## src/dcache_pkg.sv

```systemverilog
// data cache address split, FSAB and SPAM constants and bus structs; compile before all RTL
`default_nettype none

package dcache_pkg;

	// 32-bit address is tag 31..10, line 9..6, beat 5..3, word select on bit 2
	localparam int tag_w = 22;
	localparam int idx_w = 4;
	// 8 beats of 64 bits per line
	localparam int word_w = 3;

	// fsab burst lengths in 64-bit beats
	localparam int fsab_len_line = 8;
	localparam int fsab_len_word = 1;

	// cycles a spam transaction may stay busy
	localparam int spam_timeout_init = 255;

	typedef enum logic {
		fsab_read = 1'b0,
		fsab_write = 1'b1
	} fsab_mode_e;

	// stamped on outbound requests, matched on inbound beats
	localparam logic [3:0] fsab_did_cpu = 4'h0;
	localparam logic [3:0] fsab_subdid_dcache = 4'h1;

	typedef struct packed {
		logic valid;
		fsab_mode_e mode;
		logic [3:0] did;
		logic [3:0] subdid;
		logic [30:0] addr;
		logic [3:0] len;
		logic [63:0] data;
		logic [7:0] mask;
	} fsab_req_t;

	// one inbound fill beat
	typedef struct packed {
		logic valid;
		logic [3:0] did;
		logic [3:0] subdid;
		logic [63:0] data;
	} fsab_resp_t;

	typedef struct packed {
		logic valid;
		logic r_nw;
		logic [3:0] did;
		logic [23:0] addr;
		logic [31:0] data;
	} spam_req_t;

	// core load/store port, held until rw_wait drops
	typedef struct packed {
		logic rd;
		logic wr;
		logic [31:0] addr;
		logic [31:0] wdata;
	} core_req_t;

endpackage

`default_nettype wire

```

## src/dcache_ctrl.sv

```systemverilog
// core-side data cache control; misses, write-through, FSAB credits and the stall signal
`timescale 1ns/1ps
`default_nettype none

module dcache_ctrl #(
	parameter int init_credits = 4,
	parameter int credit_w = 3
) (
	input wire logic clk,
	input wire logic rst_b,
	input wire dcache_pkg::core_req_t core,
	input wire logic hit,
	input wire logic [31:0] rd_word,
	input wire logic fsabo_credit,
	input wire logic done_tog,
	input wire logic wait_spam,
	input wire logic [31:0] rd_data_spam,
	output dcache_pkg::fsab_req_t fsabo,
	output logic rd_tog,
	output logic [dcache_pkg::idx_w-1:0] fill_idx,
	output logic [dcache_pkg::tag_w-1:0] fill_tag,
	output logic line_set,
	output logic line_clr,
	output logic rw_wait,
	output logic [31:0] rd_data
);
	logic [credit_w-1:0] credits;
	logic credit_ok;
	logic cacheable;
	logic start_read;
	logic start_write;
	logic fill_pending;
	logic clr_pending;
	logic done_s1;
	logic done_s2;

	assign credit_ok = (credits != '0);
	assign cacheable = !core.addr[31];
	// one fill at a time
	assign start_read = core.rd && cacheable && !hit && !fill_pending && credit_ok;
	assign start_write = core.wr && cacheable && credit_ok;

	// valid bit drops the cycle after the request, once fill_idx is loaded
	assign line_clr = clr_pending;
	// fill side has echoed our toggle back
	assign line_set = fill_pending && (done_s2 == rd_tog);

	always_comb begin
		fsabo = '0;
		if (start_read) begin
			fsabo.valid = 1'b1;
			fsabo.mode = dcache_pkg::fsab_read;
			fsabo.did = dcache_pkg::fsab_did_cpu;
			fsabo.subdid = dcache_pkg::fsab_subdid_dcache;
			fsabo.addr = {core.addr[30:6], 6'b0};
			fsabo.len = 4'(dcache_pkg::fsab_len_line);
		end else if (start_write) begin
			// one 8-byte beat, mask picks the half
			fsabo.valid = 1'b1;
			fsabo.mode = dcache_pkg::fsab_write;
			fsabo.did = dcache_pkg::fsab_did_cpu;
			fsabo.subdid = dcache_pkg::fsab_subdid_dcache;
			fsabo.addr = {core.addr[30:3], 3'b0};
			fsabo.len = 4'(dcache_pkg::fsab_len_word);
			fsabo.data = {core.wdata, core.wdata};
			fsabo.mask = core.addr[2] ? 8'hf0 : 8'h0f;
		end
	end

	// every request is one cycle, so one credit each
	always_ff @(posedge clk or negedge rst_b) begin
		if (!rst_b) begin
			credits <= credit_w'(init_credits);
		end else begin
			credits <= credits + credit_w'(fsabo_credit) - credit_w'(fsabo.valid);
		end
	end

	always_ff @(posedge clk or negedge rst_b) begin
		if (!rst_b) begin
			fill_pending <= 1'b0;
			clr_pending <= 1'b0;
			rd_tog <= 1'b0;
			done_s1 <= 1'b0;
			done_s2 <= 1'b0;
		end else begin
			// two-flop sync of the fill done toggle
			done_s1 <= done_tog;
			done_s2 <= done_s1;
			clr_pending <= start_read;
			if (start_read) begin
				fill_pending <= 1'b1;
				rd_tog <= ~rd_tog;
			end else if (line_set) begin
				fill_pending <= 1'b0;
			end
		end
	end

	// fill address frozen until line_set for the array fill port
	always_ff @(posedge clk) begin
		if (start_read) begin
			fill_idx <= core.addr[9:6];
			fill_tag <= core.addr[31 -: dcache_pkg::tag_w];
		end
	end

	always_comb begin
		if (cacheable) begin
			// miss waits for the refill, write waits for a credit
			rw_wait = (core.rd && !hit) || (core.wr && !credit_ok);
			rd_data = rd_word;
		end else begin
			rw_wait = wait_spam;
			rd_data = rd_data_spam;
		end
	end

	// count stays within 0..init_credits and never wraps
	a_credit_range: assert property (@(posedge clk) disable iff (!rst_b)
		credits <= credit_w'(init_credits));

endmodule

`default_nettype wire

```

## config.mk

```make
export PLATFORM = sky130hd
export DESIGN_NAME = dcache_ctrl
export DESIGN_NICKNAME = d
export VERILOG_FILES = /design/src/dcache_pkg.sv /design/src/dcache_ctrl.sv
export SDC_FILE = /design/constraint.sdc
export NUM_CORES = 1
export LEC_CHECK = 0
export ABC_AREA = 1
export BUFFER_PORTS_ARGS = -buffer_cell sky130_fd_sc_hd__buf_2
export CAP_MARGIN = 5
export CELL_PAD_IN_SITES_DETAIL_PLACEMENT = 0
export CELL_PAD_IN_SITES_GLOBAL_PLACEMENT = 1
export CORE_AREA = 2 2 121 123
export CTS_CLUSTER_DIAMETER = 120
export DETAILED_ROUTE_END_ITERATION = 10
export DIE_AREA = 0 0 123 125
export PLACE_DENSITY_LB_ADDON = 0.25
export SETUP_SLACK_MARGIN = 0.15
export SYNTH_ARGS = -nofsm -noshare
export SYNTH_HDL_FRONTEND = slang
export SYNTH_SLANG_ARGS = --single-unit
```

## constraint.sdc

```tcl
create_clock -name clk -period 4.4 [get_ports clk]
set_input_delay 0.22 -clock clk [delete_from_list [all_inputs] [get_ports clk]]
set_output_delay 0.22 -clock clk [all_outputs]
set_load 0.03 [all_outputs]
```

-- After elaboration in Yosys (flattened, before gate mapping)
Cells that the tools add are included.
- equal/unequal tests: 1
- reductions and logical operators: 16
- bitwise gates (word level): 1
- $add $sub $neg: 2
- muxes and demuxes: 8
- operators by type and width (cell ; count):
    $mux 117 ; 1
    $mux 72 ; 1
    $mux 45 ; 1
    $mux 32 ; 1
    $logic_and 1x1->1 ; 9
    $mux 8 ; 1
    $logic_not 1->1 ; 4
    $add 3x1->3 ; 1
    $mux 1 ; 3
    $reduce_bool 3->1 ; 1
    $sub 3x1->3 ; 1
    $reduce_bool 2->1 ; 1
    $eq 1x1->1 ; 1
    $logic_or 1x1->1 ; 1
    $not 1->1 ; 1
- logic and storage cells: 36
- input port bits: 136
- register bits after elaboration: 34

-- Depth between registers and ports, before layout
Gate-level depths: netlist (run 1).
- word-level depth: 7
- gate-level depth with buffers: 13

-- Worst setup path before layout (run 1)
Ideal clock, no wire load.
- kind: register to register
- start point: register credits[1]
- end point: register credits[2]
- slack: 1911 ps
- cell stages (with the launch flop): 13
- arrival: 2414 ps
- buffers on the path: 2
- clock period less this slack: 2489 ps
- required time: 4325 ps
- cell sequence: dfrtp_1 > nor2_1 > nand2_2 > nand3_2 > buf_4 > buf_6 > nand2_1 > ha_1 > inv_1 > ha_1 > fa_1 > xnor2_1 > xor2_1
- cells in the longest elaborated chain, start to end: 5
- elaborated cells between the ends (all ways): 7
- RTL lines (item ; line ; text):
    start: declaration ; dcache_ctrl.sv:27 ; logic [credit_w-1:0] credits;
    start signal: assignment ; dcache_ctrl.sv:73 ; credits <= credit_w'(init_credits);
    start signal: assignment ; dcache_ctrl.sv:75 ; credits <= credits + credit_w'(fsabo_credit) - credit_w'(fsabo.valid);
    $reduce_bool 3->1 ; dcache_ctrl.sv:37 ; assign credit_ok = (credits != '0);
    $logic_and 1x1->1 ; dcache_ctrl.sv:41 ; assign start_write = core.wr && cacheable && credit_ok;
    $mux 117 ; dcache_ctrl.sv:57 ; end else if (start_write) begin
    $mux 45 ; dcache_ctrl.sv:50 ; if (start_read) begin
    $sub 3x1->3 (*) ; dcache_ctrl.sv:75 ;
Every way passes the cells marked *; elsewhere a longest branch is shown, timed or not.
A chain may end at the register's enable or synchronous reset.

==> impl_metrics.tcl, run 1 <==
set metrics [dict create \
    cp_slowest_stage_delay_ns 0.70 \
    overflow 0 \
    dr.pass1.iters 4 \
    endpoint "fsabo[0]" \
    die_h_um 125 \
    synthFlopType "edfxtp_1" \
    layout_min_cycle_time_ns 3.31 \
    coreArea_um2 14200 \
    rr_worst_depth 6 \
    vias_per_cell 4.15 \
    cp-startpoint "credits[2]" \
    fin_skew_ns 0.00580 \
    synth_area_um2 3080 \
    r2r-start "credits[2]" \
    cp.depth 7 \
    hold_viol 0 \
    critPathTopFamily "buffers and inverters" \
    cts_buffers 5 \
    syn_to_final_growth_pct 44.3 \
    drt-total-wl_um 10400 \
    start_util_pct 21.7 \
    place.gp.congestion 0.794 \
    start_kind "flip-flop" \
    antenna_left 0 \
    ys_warn_count 0 \
    synth.distinct_cells 26 \
    num_rows 44 \
    die_area_um2 15400 \
    path_class "flip-flop to primary output" \
    ys_seq_elements 34 \
    drtIter0Drc 160 \
    final.period_utilization_pct 75.2 \
    ff_latch_area_um2 982 \
    diodes 0 \
    tns_ns 0 \
    final_nets 769 \
    cp_max_fo 48 \
    fin_util_pct 31.3 \
    pwr_density_cell_nw_per_um2 382 \
    multi_input_area_um2 1380 \
    total_leakage_power_nw 2.60 \
    rrSetupSlack_ns 1.30 \
    root_buffer "clkbuf_16" \
    path_buf_inv 3 \
    cp_cell_sequence "nor2_1, nand2_2, nand3_2, buf_4, inv_2, nor2_1, buf_2" \
    wire_per_inst_um 12.7 \
    track_usage_pct 12.4 \
    crit_top_cell "nor2_1" \
    vdd_drop_max_v 0.000174 \
    drc 0 \
    cts_sinks 34 \
    grt_max_degree 49 \
    antenna_found_initial 0 \
    synth_area_leaders "edfxtp_1, buf_4, mux2_2, nand2_1, nor2_1" \
    synth_area_leader_cell "edfxtp_1" \
    pin_count 315 \
    grt_pass1_wl_um 15200 \
    max-cap-violations 0 \
    tightest_slew_ns 0.936 \
    relSlewSlack_pct 37.5 \
    drive_gt1_share_pct 57.5 \
    syn_inst 388 \
    clock_path_buffers 2 \
    setup_viol 0 \
    cp.arrival_ns 3.09 \
    synth_edf_count 26 \
    ctsResizeCount 0 \
    required_ns 4.18 \
    nFillCells 1558 \
    portBuffers 300 \
    rsz0062_at_grt "false" \
    ys_seq_area_share_pct 31.9 \
    max_freq_mhz 302 \
    cts.reportedPaths.clkPinSlew_ns 0.06 \
    min_path_type "primary input to flip-flop" \
    end_kind "primary output" \
    vias 3384 \
    dpl.hpwl_um 8160 \
    async_flop_share_pct 23.5 \
    r2r_end "fill_tag[15]" \
    slowest_stage "inv_2" \
    clk_latency_ns 0.28 \
    syn_area_per_cell_um2 7.93 \
    htree_levels 2 \
    cts_tree "yes" \
    fin_hold_ws_ns 0.0460 \
    yosysTopAreaCellShare_pct 25.4 \
    grt_pass1_vias 3119 \
    finalMaxSlewViolations 0 \
    power.total_mw 1.70 \
    die_w_um 123 \
    outcome "completed" \
]
==> how the worst min path moves through the flow <==
stage,startpoint,endpoint,slack (ns),depth (start not counted)
floorplan,rst_b,credits[0],-0.08,0
global placement,rst_b,line_clr,0.08,1
detailed placement,rst_b,line_clr,0.08,1
CTS,done_tog,done_s1,0.04,1
global route,done_tog,done_s1,0.04,1
finish,done_tog,done_s1,0.05,1
==> per-layer routing <==
| layer | vias up | part of all wire (%) | GRT usage (%) |
|---|---|---|---|
| met5 | - | 0 | 0 |
| met4 | 0 | 0.75 | 2.47 |
| met3 | 6 | 7.4 | 1.82 |
| met2 | 174 | 54 | 23.8 |
| met1 | 1529 | 38 | 14.2 |
| li1 | 1675 | - | - |
==> timing repair <==
action / in CTS / in global routing
buffers inserted: 0 / 0
hold endpoints to repair: 7 / 0
endpoints found under the setup margin: 0 / 0
hold buffers: 1 / 0
==> worst reg2reg max path, delay by kind of cell (launching register included) <==
family	cells	cell delay, ns
flops	1	0.54
simple gates	3	0.82
buf+inv	3	1.42
==> layout make-up <==
class / count / area share [%]
clock buffers: 6 / 3.13
clock inverters: 2 / 0.282
inverters: 37 / 3.13
multi-input cells: 245 / 31.1
flip-flops and latches: 34 / 22.1
well taps: 184 / 5.19
repair buffers: 307 / 35.1
==> cell usage in the layout, fill, tap and decap left out, types with 2 or more instances in the layout <==
master	instances
nor2_2	10
edfxtp_1	26
conb_1	12
buf_4	6
nor2_1	55
inv_1	36
nand4_1	26
nand2_1	61
buf_2	300
mux2_2	32
nand2_2	2
clkbuf_16	5
ha_1	2
dfrtp_1	7
nand3_1	37
==> synthesized netlist by cell type (2+ instances only) <==
library cell  instances
edfxtp_1             26
buf_6                 7
nand2_1              61
nor2_2               10
nor2_1               55
nand3_1              37
buf_2                10
buf_1                 2
mux2_2               32
buf_4                64
dfrtp_1               7
nand2_2               2
nand4_1              26
ha_1                  2
inv_1                36
==> sequential cells by signal (all words and copies together), names as in the netlist <==
name	flops
fill_pending	1
fill_tag	22
rd_tog	1
fill_idx	4
done_s2	1
done_s1	1
credits	3
line_clr	1
==> logic make-up (layout without fill, tap and decap cells) <==
logic type                 count (synthesis)  in the layout  synth area share, %
and+or+nand+nor                          195            195                 29.5
buffers and inverters                    120            352                 24.6
DFF                                       34             34                 31.9
muxes                                     32             32                 11.7
adders and majority gates                  3              3                 1.46
xor gates and xnor gates                   2              2                0.569
other                                      1             12                0.122
AOI/OAI and AO/OA                          1              1                0.163
==> power breakdown <==
| group | switching [mW] | leakage, nW | internal (mW) |
|---|---|---|---|
| clock | 0.137 | 0.0729 | 0.224 |
| combinational | 0.665 | 2.19 | 0.254 |
| sequential | 0.0181 | 0.332 | 0.397 |
==> through the flow <==
| step | setup WS [ns] | cell area [um2] | cells |
|---|---|---|---|
| after floorplan | 1.91 | 3120 | 399 |
| after global routing | 0.774 | 4440 | 815 |
| after detailed placement | 1.23 | 4280 | 806 |
| final | 1.09 | 4440 | 815 |
| after CTS | 1.00 | 4440 | 815 |
| after global placement | 1.25 | 4280 | 806 |
Note: power is estimated with default switching activity, not from simulation.
==> inputs of run 2 (changes only) <==
--- a/config.mk
+++ b/config.mk
@@ -10,10 +10,9 @@
 export CAP_MARGIN = 5
 export CELL_PAD_IN_SITES_DETAIL_PLACEMENT = 0
 export CELL_PAD_IN_SITES_GLOBAL_PLACEMENT = 1
-export CORE_AREA = 2 2 121 123
+export CORE_UTILIZATION = 21
 export CTS_CLUSTER_DIAMETER = 120
 export DETAILED_ROUTE_END_ITERATION = 10
-export DIE_AREA = 0 0 123 125
 export PLACE_DENSITY_LB_ADDON = 0.25
 export SETUP_SLACK_MARGIN = 0.15
 export SYNTH_ARGS = -nofsm -noshare
==> constraint.sdc (replaced) <==
create_clock -name clk -period 2.97 [get_ports clk]
set_input_delay 0.1485 -clock clk [delete_from_list [all_inputs] [get_ports clk]]
set_output_delay 0.1485 -clock clk [all_outputs]
set_load 0.03 [all_outputs]
==> run 2 against run 1 <==
Compared with the run above:
- final cell count did not move
- sequential share of layout area decreased by 0.15 points
- total power rose by 48%
- critical endpoint is now fsabo[39]
- largest cell class unchanged
==> impl_metrics.tcl, run 2 (synthesis gave the netlist of run 1 again) <==
set metrics [dict create \
    drtIter0Drc 210 \
    layout_min_cycle_time_ns 2.49 \
    outcome "completed" \
    layout.cells.most_common "buf_2" \
    die_area_um2 15100 \
    required_ns 2.82 \
    antenna_left 0 \
    start_kind "flip-flop" \
    rr_worst_depth 10 \
    grt_max_degree 47 \
    cp-startpoint "credits[1]" \
    antenna_found_initial 0 \
    reg_top3 "fill_tag x22, fill_idx x4, credits x3" \
    clock_path_buffers 2 \
    clk_latency_ns 0.28 \
    hold_viol 0 \
    final.period_utilization_pct 83.7 \
    cp.arrival_ns 2.34 \
    fin_cells 815 \
    setup_viol 0 \
    endpoint "fsabo[39]" \
    vdd_drop_max_v 0.000320 \
    cts_tree "yes" \
    grt_pass1_vias 2945 \
    drc 0 \
    total_leakage_power_nw 2.61 \
    die_h_um 123 \
    r2r_end "credits[2]" \
    layout_common_cells "buf_2, nand2_1, nor2_1" \
    final_nets 773 \
    syn_to_final_growth_pct 45.3 \
    overflow 0 \
    nFillCells 1529 \
    portBuffers 300 \
    track_usage_pct 12.8 \
    largest_reg_flops 22 \
    coreArea_um2 14100 \
    drive_gt1_share_pct 57.5 \
    cp_max_fo 46 \
    fin_skew_ns 0.00414 \
    rrSetupSlack_ns 0.83 \
    die_w_um 123 \
    r2r-start "credits[1]" \
    dpl.hpwl_um 8110 \
    cts_sinks 34 \
    htree_levels 2 \
    tns_ns 0 \
    fin_util_pct 31.7 \
    max_freq_mhz 402 \
    post-cts-setup-buffers 0 \
    wire_per_inst_um 12.9 \
    cts.reportedPaths.clkPinSlew_ns 0.06 \
    drt-total-wl_um 10500 \
    min_path_type "primary input to flip-flop" \
    root_buffer "clkbuf_16" \
    rsz0062_at_grt "false" \
    num_rows 43 \
    top_register "fill_tag" \
    dr.pass1.iters 5 \
    end_kind "primary output" \
    pwr_density_cell_nw_per_um2 560 \
    pin_count 315 \
    max-cap-violations 0 \
    place.gp.congestion 0.773 \
    dp_cells 805 \
    finalMaxSlewViolations 0 \
    path_class "flip-flop to primary output" \
    cts_buffers 5 \
    vias_per_cell 4.18 \
    diodes 0 \
    vias 3410 \
    start_util_pct 21.8 \
    grt_pass1_wl_um 15000 \
]
-- run 2: area by class of cell --
class / count / area [um2] / share of cell area [%]
timing repair buffer: 311 / 1600 / 35.8
multi-input combinational: 245 / 1380 / 30.9
sequential: 34 / 982 / 22.0
tap: 180 / 225 / 5.04
inverter: 37 / 139 / 3.11
clock buffer: 5 / 125 / 2.80
clock inverter: 3 / 16.3 / 0.364
-- run 2: per-layer routing --
| metal | vias up | global-route usage, % | wire length (um) |
|---|---|---|---|
| met5 | - | 0 | 0 |
| met4 | 0 | 1.81 | 55 |
| met3 | 4 | 2.63 | 812 |
| met2 | 185 | 24.8 | 5660 |
| met1 | 1539 | 14.7 | 4020 |
| li1 | 1682 | - | - |
-- run 2: critical path: stages (launching register included) --
cell	delay [ns]
dfrtp_1	0.40
nor2_1	0.13
nand2_2	0.09
nand3_2	0.09
buf_4	0.31
inv_2	0.28
buf_12	0.26
nor2_1	0.21
buf_2	0.24
-- run 2: worst min path at each step --
| stage | from | end | slack (ns) | cells after the start |
|---|---|---|---|---|
| global placement | rst_b | line_clr | 0.007 | 1 |
| detailed placement | rst_b | fill_pending | 0.006 | 1 |
| CTS | core[56] | fill_tag[14] | 0.07 | 1 |
| global route | core[58] | fill_tag[16] | 0.06 | 1 |
| floorplan | rst_b | credits[0] | -0.15 | 0 |
| finish | core[56] | fill_tag[14] | 0.07 | 1 |
-- run 2: stage by stage --
step	area, um2	setup WS [ns]	hold WS, ns	power (mW)
floorplan	3120	0.481	-0.147	1.70
global route	4470	0.281	0.0619	2.67
detailed placement	4310	0.759	0.00589	2.01
global placement	4310	0.783	0.00693	2.00
finish	4470	0.484	0.0729	2.50
CTS	4470	0.454	0.0677	2.54
-- run 2: repair_timing --
item | 4_1_cts | 5_1_grt
hold buffers | 2 | 0
resized for setup | 0 | 0
hold endpoints to repair | 9 | 0
-- run 2: report_power, final --
group | leakage (nW) | total (mW) | switching, mW | internal (mW)
logic | 2.22 | 1.37 | 0.986 | 0.388
registers | 0.332 | 0.614 | 0.0261 | 0.588
clock network | 0.0672 | 0.514 | 0.207 | 0.306
total | 2.61 | 2.50 | 1.22 | 1.28
