<file path="config.mk">
export PLATFORM = sky130hd
export DESIGN_NAME = spam_initiator
export DESIGN_NICKNAME = d
export VERILOG_FILES = /design/src/dcache_pkg.sv /design/src/spam_initiator.sv
export SDC_FILE = /design/constraint.sdc
export NUM_CORES = 1
export LEC_CHECK = 0
export BUFFER_PORTS_ARGS = -buffer_cell sky130_fd_sc_hd__buf_2
export CAP_MARGIN = 20
export CORE_AREA = 2 2 75 77
export DETAILED_ROUTE_END_ITERATION = 16
export DIE_AREA = 0 0 77 79
export PLACE_DENSITY_LB_ADDON = 0.3
export SETUP_SLACK_MARGIN = 0.02
export SYNTH_ARGS = -nofsm -noshare
export SYNTH_HDL_FRONTEND = slang
export SYNTH_SLANG_ARGS = --single-unit
</file>
<file path="constraint.sdc">
create_clock -name clk -period 2.6 [get_ports clk]
set_input_delay 0.26 -clock clk [delete_from_list [all_inputs] [get_ports clk]]
set_output_delay 0.26 -clock clk [all_outputs]
set_load 0.005 [all_outputs]
</file>
<file path="src/dcache_pkg.sv">
// data cache address split, FSAB and SPAM constants and bus structs; compile before all RTL
`default_nettype none

package dcache_pkg;

	// 32-bit address is tag 31..10, line 9..6, beat 5..3, word select on bit 2
	localparam int tag_w = 22;
	localparam int idx_w = 4;
	// 8 beats of 64 bits per line
	localparam int word_w = 3;

	// fsab burst lengths in 64-bit beats
	localparam int fsab_len_line = 8;
	localparam int fsab_len_word = 1;

	// cycles a spam transaction may stay busy
	localparam int spam_timeout_init = 255;

	typedef enum logic {
		fsab_read = 1'b0,
		fsab_write = 1'b1
	} fsab_mode_e;

	// stamped on outbound requests, matched on inbound beats
	localparam logic [3:0] fsab_did_cpu = 4'h0;
	localparam logic [3:0] fsab_subdid_dcache = 4'h1;

	typedef struct packed {
		logic valid;
		fsab_mode_e mode;
		logic [3:0] did;
		logic [3:0] subdid;
		logic [30:0] addr;
		logic [3:0] len;
		logic [63:0] data;
		logic [7:0] mask;
	} fsab_req_t;

	// one inbound fill beat
	typedef struct packed {
		logic valid;
		logic [3:0] did;
		logic [3:0] subdid;
		logic [63:0] data;
	} fsab_resp_t;

	typedef struct packed {
		logic valid;
		logic r_nw;
		logic [3:0] did;
		logic [23:0] addr;
		logic [31:0] data;
	} spam_req_t;

	// core load/store port, held until rw_wait drops
	typedef struct packed {
		logic rd;
		logic wr;
		logic [31:0] addr;
		logic [31:0] wdata;
	} core_req_t;

endpackage

`default_nettype wire

</file>
<file path="src/spam_initiator.sv">
// SPAM side channel master for uncached accesses; one transaction at a time with timeout
`timescale 1ns/1ps
`default_nettype none

module spam_initiator #(
	parameter int spam_timeout = dcache_pkg::spam_timeout_init
) (
	input wire logic clk,
	input wire logic rst_b,
	input wire dcache_pkg::core_req_t core,
	input wire logic spami_busy_b,
	input wire logic [31:0] spami_data,
	output dcache_pkg::spam_req_t spamo,
	output logic wait_spam,
	output logic [31:0] rd_data_spam
);
	localparam int timer_w = $clog2(spam_timeout + 1);

	logic req;
	logic in_flight;
	logic expired;
	logic finish;
	logic [timer_w-1:0] timer;

	// bit 31 selects the side channel
	assign req = (core.rd || core.wr) && core.addr[31];
	assign expired = (timer == '0);
	// release from the peripheral wins over the timeout
	assign finish = in_flight && (spami_busy_b || expired);

	always_comb begin
		spamo = '0;
		spamo.valid = req && !in_flight;
		spamo.r_nw = core.rd;
		spamo.did = core.addr[27:24];
		spamo.addr = core.addr[23:0];
		spamo.data = core.wdata;
	end

	// core waits through the issue cycle and the busy period
	assign wait_spam = req && !finish;
	assign rd_data_spam = (in_flight && expired && !spami_busy_b) ? 32'hdeaddead : spami_data;

	always_ff @(posedge clk or negedge rst_b) begin
		if (!rst_b) begin
			in_flight <= 1'b0;
			timer <= '0;
		end else if (spamo.valid) begin
			in_flight <= 1'b1;
			timer <= timer_w'(spam_timeout);
		end else if (finish) begin
			in_flight <= 1'b0;
		end else if (in_flight) begin
			timer <= timer - 1'b1;
		end
	end

	// core keeps its access up until the channel lets go
	a_one_in_flight: assert property (@(posedge clk) disable iff (!rst_b)
		in_flight |-> req);

endmodule

`default_nettype wire

</file>
Word level (Yosys, flattened, before mapping)
Index checks and enable logic that the tools add are counted.
{ "word_totals": {"output_inout_bits": 95, "latchBits": 0, "ff_bits": 9, "mem_bits_ro": 0, "ram_bits": 0, "mem_count": 0, "word_cells": 25} }
{ "op_classes": {"magnitude_cmp": 0, "div": 0, "n_eq_ne": 1, "bitwise_logic": 0, "n_mux": 6, "n_mul": 0, "addsub": 1, "n_shift": 0, "reduce_logical": 15} }
{ "op_table": {"columns": ["cell", "n"], "rows": [
  ["32-bit two-way mux", 1],
  ["8-bit two-way mux", 3],
  ["8-bit logical NOT", 1],
  ["8-bit by 1-bit subtractor with 8-bit output, second input constant", 1],
  ["1-bit logical AND", 6],
  ["2-bit nonzero test", 2],
  ["1-bit logical NOT", 3],
  ["1-bit logical OR", 2],
  ["1-bit two-way mux", 2],
  ["2-bit inequality test, second input constant", 1],
  ["2-bit AND reduction", 1]
]} }

Longest topological paths before layout
Gate-level depths: netlist (run 1).
{ "logic_depth": {"word_depth": 5, "mapped_depth": 6, "mapped_depth_nobuf": 5} }

Least setup slack after synthesis (run 1)
Ideal clock, no wire load.
{ "synth_timing": {"path_type": "register to output", "start": "register timer[0]", "end": "output port rd_data_spam[0]", "setup_slack_ps": 669, "stages_incl_launch_ff": 7, "arrival_time_ps": 1671, "cell_sequence": "dfrtp_1 -> inv_1 -> ha_1 -> or4b_4 -> nor3_4 -> buf_2 -> or2_2"} }
{ "synth_via": {"elab_chain_len": 4} }
{ "synth_rtl": {"columns": ["element", "line_no", "text"], "rows": [
  ["start: declaration", "spam_initiator.sv:23", "logic [timer_w-1:0] timer;"],
  ["start signal: assignment", "spam_initiator.sv:50", "timer <= timer_w'(spam_timeout);"],
  ["start signal: assignment", "spam_initiator.sv:54", "timer <= timer - 1'b1;"],
  ["8-bit logical NOT", "spam_initiator.sv:27", "assign expired = (timer == '0);"],
  ["1-bit logical AND (2 in series)", "spam_initiator.sv:42", "assign rd_data_spam = (in_flight && expired && !spami_busy_b) ? 32'hdeaddead : spami_data;"],
  ["32-bit two-way mux", "spam_initiator.sv:42", null],
  ["end: declaration", "spam_initiator.sv:15", "output logic [31:0] rd_data_spam"]
]} }
Every way passes these cells.

Worst setup path after layout (run 1)
{ "layout_timing": {"start": "register timer[0]", "end": "output port rd_data_spam[19]"} }
Same word-level chain as after synthesis.

==> insert_results.sql, run 1 <==
INSERT INTO impl_metrics (metric_group, metric, value, unit) VALUES
('finish', 'layout_area_growth_over_synthesis', '3.23', '%'),
('finish', 'drive_above_1_share', '61.9', '%'),
('drt', 'routed_wire_length_per_instance', '10.7', 'um'),
('sta', 'drv_slew', '0', ''),
('placement', 'dpl-instance-area', '1230', 'sq um'),
('placement', 'post-dp-hpwl', '2.11', 'mm'),
('critical_path', 'timing.reg2reg.setup_slack', '710', 'ps'),
('yosys', 'yosys.area.top_type_share', '36.9', '%'),
('clock_network', 'tritoncts_num_sinks', '9', ''),
('drt', 'num_vias', '980', ''),
('yosys', 'synth-seq-cells', '9', ''),
('global_route', 'initial_antenna_violation_count', '0', ''),
('power', 'swShare', '30.1', '%'),
('sta', 'final_period_minus_worst_setup_slack', '2410', 'ps'),
('sta', 'timing.slew.headroom', '73.2', '%'),
('yosys', 'syn_inst', '154', ''),
('clock_network', 'clock_tree_from_tritoncts', 'built', ''),
('drt', 'drt_pass1_iterations', '4', ''),
('floorplan', 'floorplan.initialDensity', '23.3', '%'),
('power', 'power.static_leakage', '0.649', 'nW'),
('global_route', 'first_pass_grt_wire_length', '3.91', 'mm'),
('global_route', 'first_global_vias', '829', ''),
('clock_network', 'cts-buffers-inserted', '3', ''),
('power', 'p_int', '0.347', 'mW'),
('clock_network', 'cts.clk_slew.worst_paths', '50', 'ps'),
('worst_hold_path', 'timing.hold.worst_endpoint', 'timer[3]$_DFFE_PN0P_', ''),
('power', 'largest_voltage_drop_on_the_vdd_net', '343', 'uV'),
('clock_network', 'cts-root-buf', 'clkbuf_8', ''),
('clock_network', 'cts-htree-levels', '1', ''),
('global_route', 'grt_overflow_total', '0', ''),
('critical_path', 'cp-end-kind', 'primary output', ''),
('critical_path', 'worstReg2RegEnd', 'timer[2]$_DFFE_PN0P_', ''),
('critical_path', 'worstSetupStartpointType', 'register', ''),
('yosys', 'post_synth.cell_area_avg', '8.06', 'sq um'),
('sta', 'maxClockFrequency', '415', 'MHz'),
('floorplan', 'core', '5340', 'sq um'),
('power', 'seq_power_share', '37.2', '%'),
('drt', 'drt_first_iter_violations', '14', ''),
('drt', 'vias_per_cell', '4.08', ''),
('floorplan', 'floorplan.die.width', '77', 'um'),
('sta', 'worst-slew-pin-transition', '399', 'ps'),
('sta', 'report.final.setup_viol', '0', ''),
('yosys', 'synth.cell_area', '1240', 'sq um'),
('yosys', 'synth.distinct_cells', '29', ''),
('global_route', 'grt_max_degree', '33', ''),
('yosys', 'yosysWarnings', '0', ''),
('worst_hold_path', 'min_delay_path_depth', '3', ''),
('power', 'power.net_switching', '0.149', 'mW'),
('clock_network', 'worst_case_clock_buffer_depth', '2', ''),
('drt', 'post_detailed_route_count_of_antenna_violating_nets', '0', ''),
('sta', 'unrepaired_setup_endpoints_after_global_routing', 'no', ''),
('finish', 'diodes', '0', ''),
('clock_network', 'ctsResizeCount', '0', ''),
('critical_path', 'worst_path_class_setup', 'register to primary output', ''),
('floorplan', 'dieArea', '6080', 'sq um'),
('power', 'powerDensity', '388', 'nW/um^2'),
('flow_run', 'drv.max_cap_violation_count', '0', ''),
('run_status', 'run_status', 'finished, final reports clean', ''),
('drt', 'post-route-drc-count', '0', ''),
('yosys', 'mappedNetlistNets', '257', ''),
('floorplan', 'boundaryPins', '196', ''),
('worst_hold_path', 'hp-class', 'primary input to register', ''),
('critical_path', 'reg2reg_depth', '5', ''),
('floorplan', 'die_height', '79', 'um'),
('clock_network', 'worstSkewPairLatency', '230', 'ps'),
('global_route', 'gr-usage-all-layers', '7.84', '%'),
('finish', 'finalInstanceArea', '1280', 'sq um'),
('finish', 'layout.nets', '272', ''),
('finish', 'layoutNonFillerInstCount', '240', ''),
('sta', 'finClkSkew', '2.00', 'ps'),
('power', 'clock_power_share', '33.1', '%');
-- layer usage --
| layer | global-route usage [%] | share of wire [%] |
|---|---|---|
| met4 | 1.61 | 0.51 |
| met1 | 8.40 | 39 |
| met2 | 13.0 | 43 |
| met5 | 0 | 0 |
| met3 | 5.23 | 17 |
-- cells in the mapped netlist --
| cell type | number |
|---|---|
| nor4b_1 | 1 |
| o21a_1 | 1 |
| or4_1 | 2 |
| ha_1 | 2 |
| or4b_1 | 1 |
| o21ai_0 | 5 |
| buf_4 | 61 |
| o311ai_0 | 1 |
| nand3b_1 | 1 |
| o21ai_1 | 1 |
| nor2b_1 | 11 |
| or4b_4 | 2 |
| mux2i_1 | 3 |
| nor4_1 | 2 |
| nand2_1 | 3 |
| or3_2 | 1 |
| o21bai_1 | 2 |
| a21oi_1 | 4 |
| or3_1 | 1 |
| a21boi_0 | 1 |
| dfrtp_1 | 9 |
| nor3_4 | 1 |
| inv_1 | 5 |
| buf_2 | 1 |
| clkbuf_2 | 2 |
| o41ai_1 | 1 |
| o211ai_1 | 2 |
| nand3_1 | 3 |
| or2_2 | 24 |
-- registers in the layout, summed over array words and instances (netlist names) --
name       count
in_flight      1
timer          8
-- worst max-delay path by stage --
stage	start	endpoint	slack, ps	depth (start not counted)
floorplan	timer[0]$_DFFE_PN0P_	rd_data_spam[0]	670	6
global placement	timer[0]$_DFFE_PN0P_	rd_data_spam[19]	430	7
detailed placement	timer[0]$_DFFE_PN0P_	rd_data_spam[19]	420	7
CTS	timer[0]$_DFFE_PN0P_	rd_data_spam[19]	160	7
global route	timer[0]$_DFFE_PN0P_	rd_data_spam[19]	20	7
finish	timer[0]$_DFFE_PN0P_	rd_data_spam[19]	190	7
-- logic make-up after synthesis --
| logic type | after synthesis | synth area share [%] |
|---|---|---|
| AO/OA/AOI/OAI | 18 | 9.07 |
| AND/OR/NAND/NOR | 53 | 28.7 |
| adder cells (fa/ha/maj) | 2 | 2.02 |
| multiplexers | 3 | 2.42 |
| buffers and inverters | 69 | 39.6 |
| flip-flops | 9 | 18.1 |
-- layout by cell type (no fill, tap or decap), drive strengths merged, types with 3 or more instances in the layout --
cell type  count
buf           73
or2           24
nor2b         11
dfrtp          9
o21ai          6
inv            5
a21oi          4
clkbuf         4
nand2          3
mux2i          3
nand3          3
or4b           3
-- critical path: stages, from the launching register on --
cell and delay [ps]:
dfrtp_1 420, inv_1 100, ha_1 160, or4b_4 520
nor3_4 170, buf_4 270, or2_2 160, buf_2 100
-- what timing repair did --
item                                   in CTS  in global routing
buffers inserted                            0                  0
hold buffers                                1                  0
endpoints found under the hold margin       9                  0
-- per-stage QoR --
stage | setup WS [ps] | utilization, %
2_1_floorplan | 669 | -
3_3_place_gp | 432 | 23.0
3_5_place_dp | 422 | 23.0
4_1_cts | 163 | 24.0
5_1_grt | 22.9 | 24.0
6_report | 193 | 24.0
-- final cells by class --
| type | count | area, sq um |
|---|---|---|
| sequential | 9 | 225 |
| inverter | 5 | 18.8 |
| fill | 593 | 4060 |
| multi-input combinational | 76 | 524 |
| tap | 72 | 90.1 |
| timing repair buffer | 74 | 378 |
| clock buffer | 4 | 45.0 |
-- power by group through the flow --
stage	logic, mW	registers (mW)	clock network [mW]
after floorplan	0.155	0.180	0
after global placement	0.148	0.188	0
after detailed placement	0.149	0.187	0
after CTS	0.150	0.184	0.170
after global routing	0.168	0.190	0.176
final	0.147	0.185	0.164
No activity file was read; power rests on OpenSTA's default activity.
==> run 2: changes to the inputs <==
--- a/config.mk
+++ b/config.mk
@@ -7,9 +7,11 @@
 export LEC_CHECK = 0
 export BUFFER_PORTS_ARGS = -buffer_cell sky130_fd_sc_hd__buf_2
 export CAP_MARGIN = 20
-export CORE_AREA = 2 2 75 77
+export CELL_PAD_IN_SITES_DETAIL_PLACEMENT = 1
+export CELL_PAD_IN_SITES_GLOBAL_PLACEMENT = 1
+export CORE_ASPECT_RATIO = 0.7
+export CORE_UTILIZATION = 17
 export DETAILED_ROUTE_END_ITERATION = 16
-export DIE_AREA = 0 0 77 79
 export PLACE_DENSITY_LB_ADDON = 0.3
 export SETUP_SLACK_MARGIN = 0.02
 export SYNTH_ARGS = -nofsm -noshare
==> insert_results.sql, run 2 (synthesis gave the netlist of run 1 again) <==
INSERT INTO impl_metrics (metric_group, metric, value, unit) VALUES
('sta', 'worst_hold_slack', '321', 'ps'),
('floorplan', 'rows', '25', ''),
('finish', 'reg.largest.list', 'timer (8), in_flight (1)', ''),
('critical_path', 'worstReg2RegEnd', 'timer[1]$_DFFE_PN0P_', ''),
('worst_hold_path', 'timing.hold.worst_endpoint', 'timer[3]$_DFFE_PN0P_', ''),
('power', 'powerDensity', '388', 'nW/um^2'),
('finish', 'utilization', '19.0', '%'),
('global_route', 'first_global_vias', '889', ''),
('floorplan', 'dieArea', '7650', 'sq um'),
('clock_network', 'cts-buffers-inserted', '3', ''),
('critical_path', 'reg2reg_from', 'timer[0]$_DFFE_PN0P_', ''),
('critical_path', 'reg2reg_depth', '5', ''),
('clock_network', 'tritoncts_num_sinks', '9', ''),
('sta', 'timing.slew.headroom', '67.6', '%'),
('drt', 'routed_wire_length_per_instance', '12.1', 'um'),
('clock_network', 'cts-htree-levels', '1', ''),
('global_route', 'first_pass_grt_wire_length', '4.56', 'mm'),
('placement', 'replace_congestion', '0.717', ''),
('drt', 'drt_first_iter_violations', '21', ''),
('global_route', 'initial_antenna_violation_count', '0', ''),
('drt', 'vias_per_cell', '3.87', ''),
('power', 'largest_voltage_drop_on_the_vdd_net', '205', 'uV'),
('placement', 'port-buffer-count', '72', ''),
('global_route', 'grt_max_degree', '33', ''),
('clock_network', 'clock_tree_from_tritoncts', 'built', ''),
('floorplan', 'floorplan.die.width', '104', 'um'),
('critical_path', 'worst_path_class_setup', 'register to primary output', ''),
('floorplan', 'die_height', '73.5', 'um'),
('global_route', 'grt_overflow_total', '0', ''),
('sta', 'unrepaired_setup_endpoints_after_global_routing', 'no', ''),
('worst_hold_path', 'min_from', 'spami_busy_b', ''),
('sta', 'finalHoldViolCount', '0', ''),
('sta', 'final_period_minus_worst_setup_slack', '2390', 'ps'),
('finish', 'top_register', 'timer', ''),
('sta', 'worst-slew-pin-transition', '482', 'ps'),
('clock_network', 'worst_case_clock_buffer_depth', '2', ''),
('power', 'power.static_leakage', '0.650', 'nW'),
('sta', 'post-route-period-util', '91.8', '%'),
('sta', 'drv_slew', '0', ''),
('critical_path', 'timing.reg2reg.setup_slack', '600', 'ps'),
('worst_hold_path', 'min_delay_path_depth', '3', ''),
('worst_hold_path', 'hp-class', 'primary input to register', ''),
('finish', 'largest_register_ff_count', '8', ''),
('sta', 'report.final.setup_viol', '0', ''),
('critical_path', 'worstSetupStartpointType', 'register', ''),
('critical_path', 'cp-end-kind', 'primary output', ''),
('finish', 'layout.nets', '272', ''),
('global_route', 'gr-usage-all-layers', '7.52', '%'),
('finish', 'layout.cells.most_common_list', '72 x buf_2, 24 x or2_2, 11 x nor2b_1', ''),
('critical_path', 'crit_fanout', '32', ''),
('floorplan', 'core', '6910', 'sq um'),
('drt', 'drt_pass1_iterations', '4', ''),
('critical_path', 'arrival', '2130', 'ps'),
('sta', 'tns', '0', 'ps'),
('clock_network', 'cts.clk_slew.worst_paths', '50', 'ps'),
('finish', 'diodes', '0', ''),
('placement', 'post-dp-hpwl', '2.62', 'mm'),
('finish', 'layout_area_growth_over_synthesis', '5.75', '%'),
('floorplan', 'floorplan.initialDensity', '18.0', '%'),
('clock_network', 'worstSkewPairLatency', '230', 'ps'),
('run_status', 'run_status', 'finished, final reports clean', ''),
('floorplan', 'boundaryPins', '196', ''),
('sta', 'finClkSkew', '3.09', 'ps'),
('drt', 'num_vias', '1013', ''),
('finish', 'drive_above_1_share', '61.9', '%'),
('drt', 'post_detailed_route_count_of_antenna_violating_nets', '0', ''),
('clock_network', 'cts-root-buf', 'clkbuf_8', ''),
('sta', 'maxClockFrequency', '419', 'MHz'),
('drt', 'postRouteWirelength', '3.17', 'mm'),
('drt', 'post-route-drc-count', '0', ''),
('finish', 'layout_commonest_cell', 'buf_2', ''),
('critical_path', 'worst_ep_required_time', '2340', 'ps'),
('clock_network', 'post-cts-setup-buffers', '0', ''),
('flow_run', 'drv.max_cap_violation_count', '0', '');
[run 2: changes by cell type in the layout (fill, tap and decap cells not counted)]
cell	previous run	this run
buf_4	1	0
buf_6	0	1
[run 2: critical path, cell delays in order (launching register included)]
cell	delay, ps
dfrtp_1	440
inv_1	110
ha_1	170
or4b_4	530
nor3_4	190
buf_6	220
or2_2	130
buf_2	100
[run 2: worst max path at each step]
stage	from	to	slack [ps]	cells after the start
after global routing	timer[0]$_DFFE_PN0P_	rd_data_spam[31]	80	7
after global placement	timer[0]$_DFFE_PN0P_	rd_data_spam[23]	400	7
after CTS	timer[0]$_DFFE_PN0P_	rd_data_spam[10]	120	7
final	timer[0]$_DFFE_PN0P_	rd_data_spam[0]	210	7
after detailed placement	timer[0]$_DFFE_PN0P_	rd_data_spam[10]	380	7
after floorplan	timer[0]$_DFFE_PN0P_	rd_data_spam[0]	670	6
[run 2: area by class of cell]
class / count / area (sq um)
clock buffers: 4 / 45.0
repair buffers: 74 / 382
flip-flops and latches: 9 / 225
inverters: 5 / 18.8
fillers: 851 / 5600
well taps: 94 / 118
multi-input cells: 76 / 524
[run 2: what timing repair did]
action	4_1_cts	5_1_grt
hold buffers	1	0
hold endpoints to repair	9	0
setup endpoints to repair	0	4
gates resized for setup	0	1
[run 2: where the power goes]
| part | internal (mW) | total, mW | switching [mW] | leakage, nW |
|---|---|---|---|---|
| clock network | 0.107 | 0.168 | 0.0608 | 0.0228 |
| logic | 0.0816 | 0.150 | 0.0688 | 0.542 |
| registers | 0.159 | 0.190 | 0.0314 | 0.0857 |
| total | 0.348 | 0.509 | 0.161 | 0.650 |
[run 2: metrics by stage]
stage | setup WS, ps | total power [mW] | cells | cell area [sq um]
finish | 213 | 0.509 | 262 | 1310
global route | 79.0 | 0.544 | 262 | 1310
CTS | 123 | 0.514 | 262 | 1310
detailed placement | 384 | 0.342 | 257 | 1250
global placement | 396 | 0.342 | 257 | 1250
floorplan | 669 | 0.335 | 154 | 1240
[run 2: per-layer routing]
layer	vias up	track usage (%)	routed length (um)
li1	478	-	-
met1	461	9.23	1370
met2	72	9.33	1280
met3	2	7.01	512
met4	0	1.27	10
met5	-	0	0
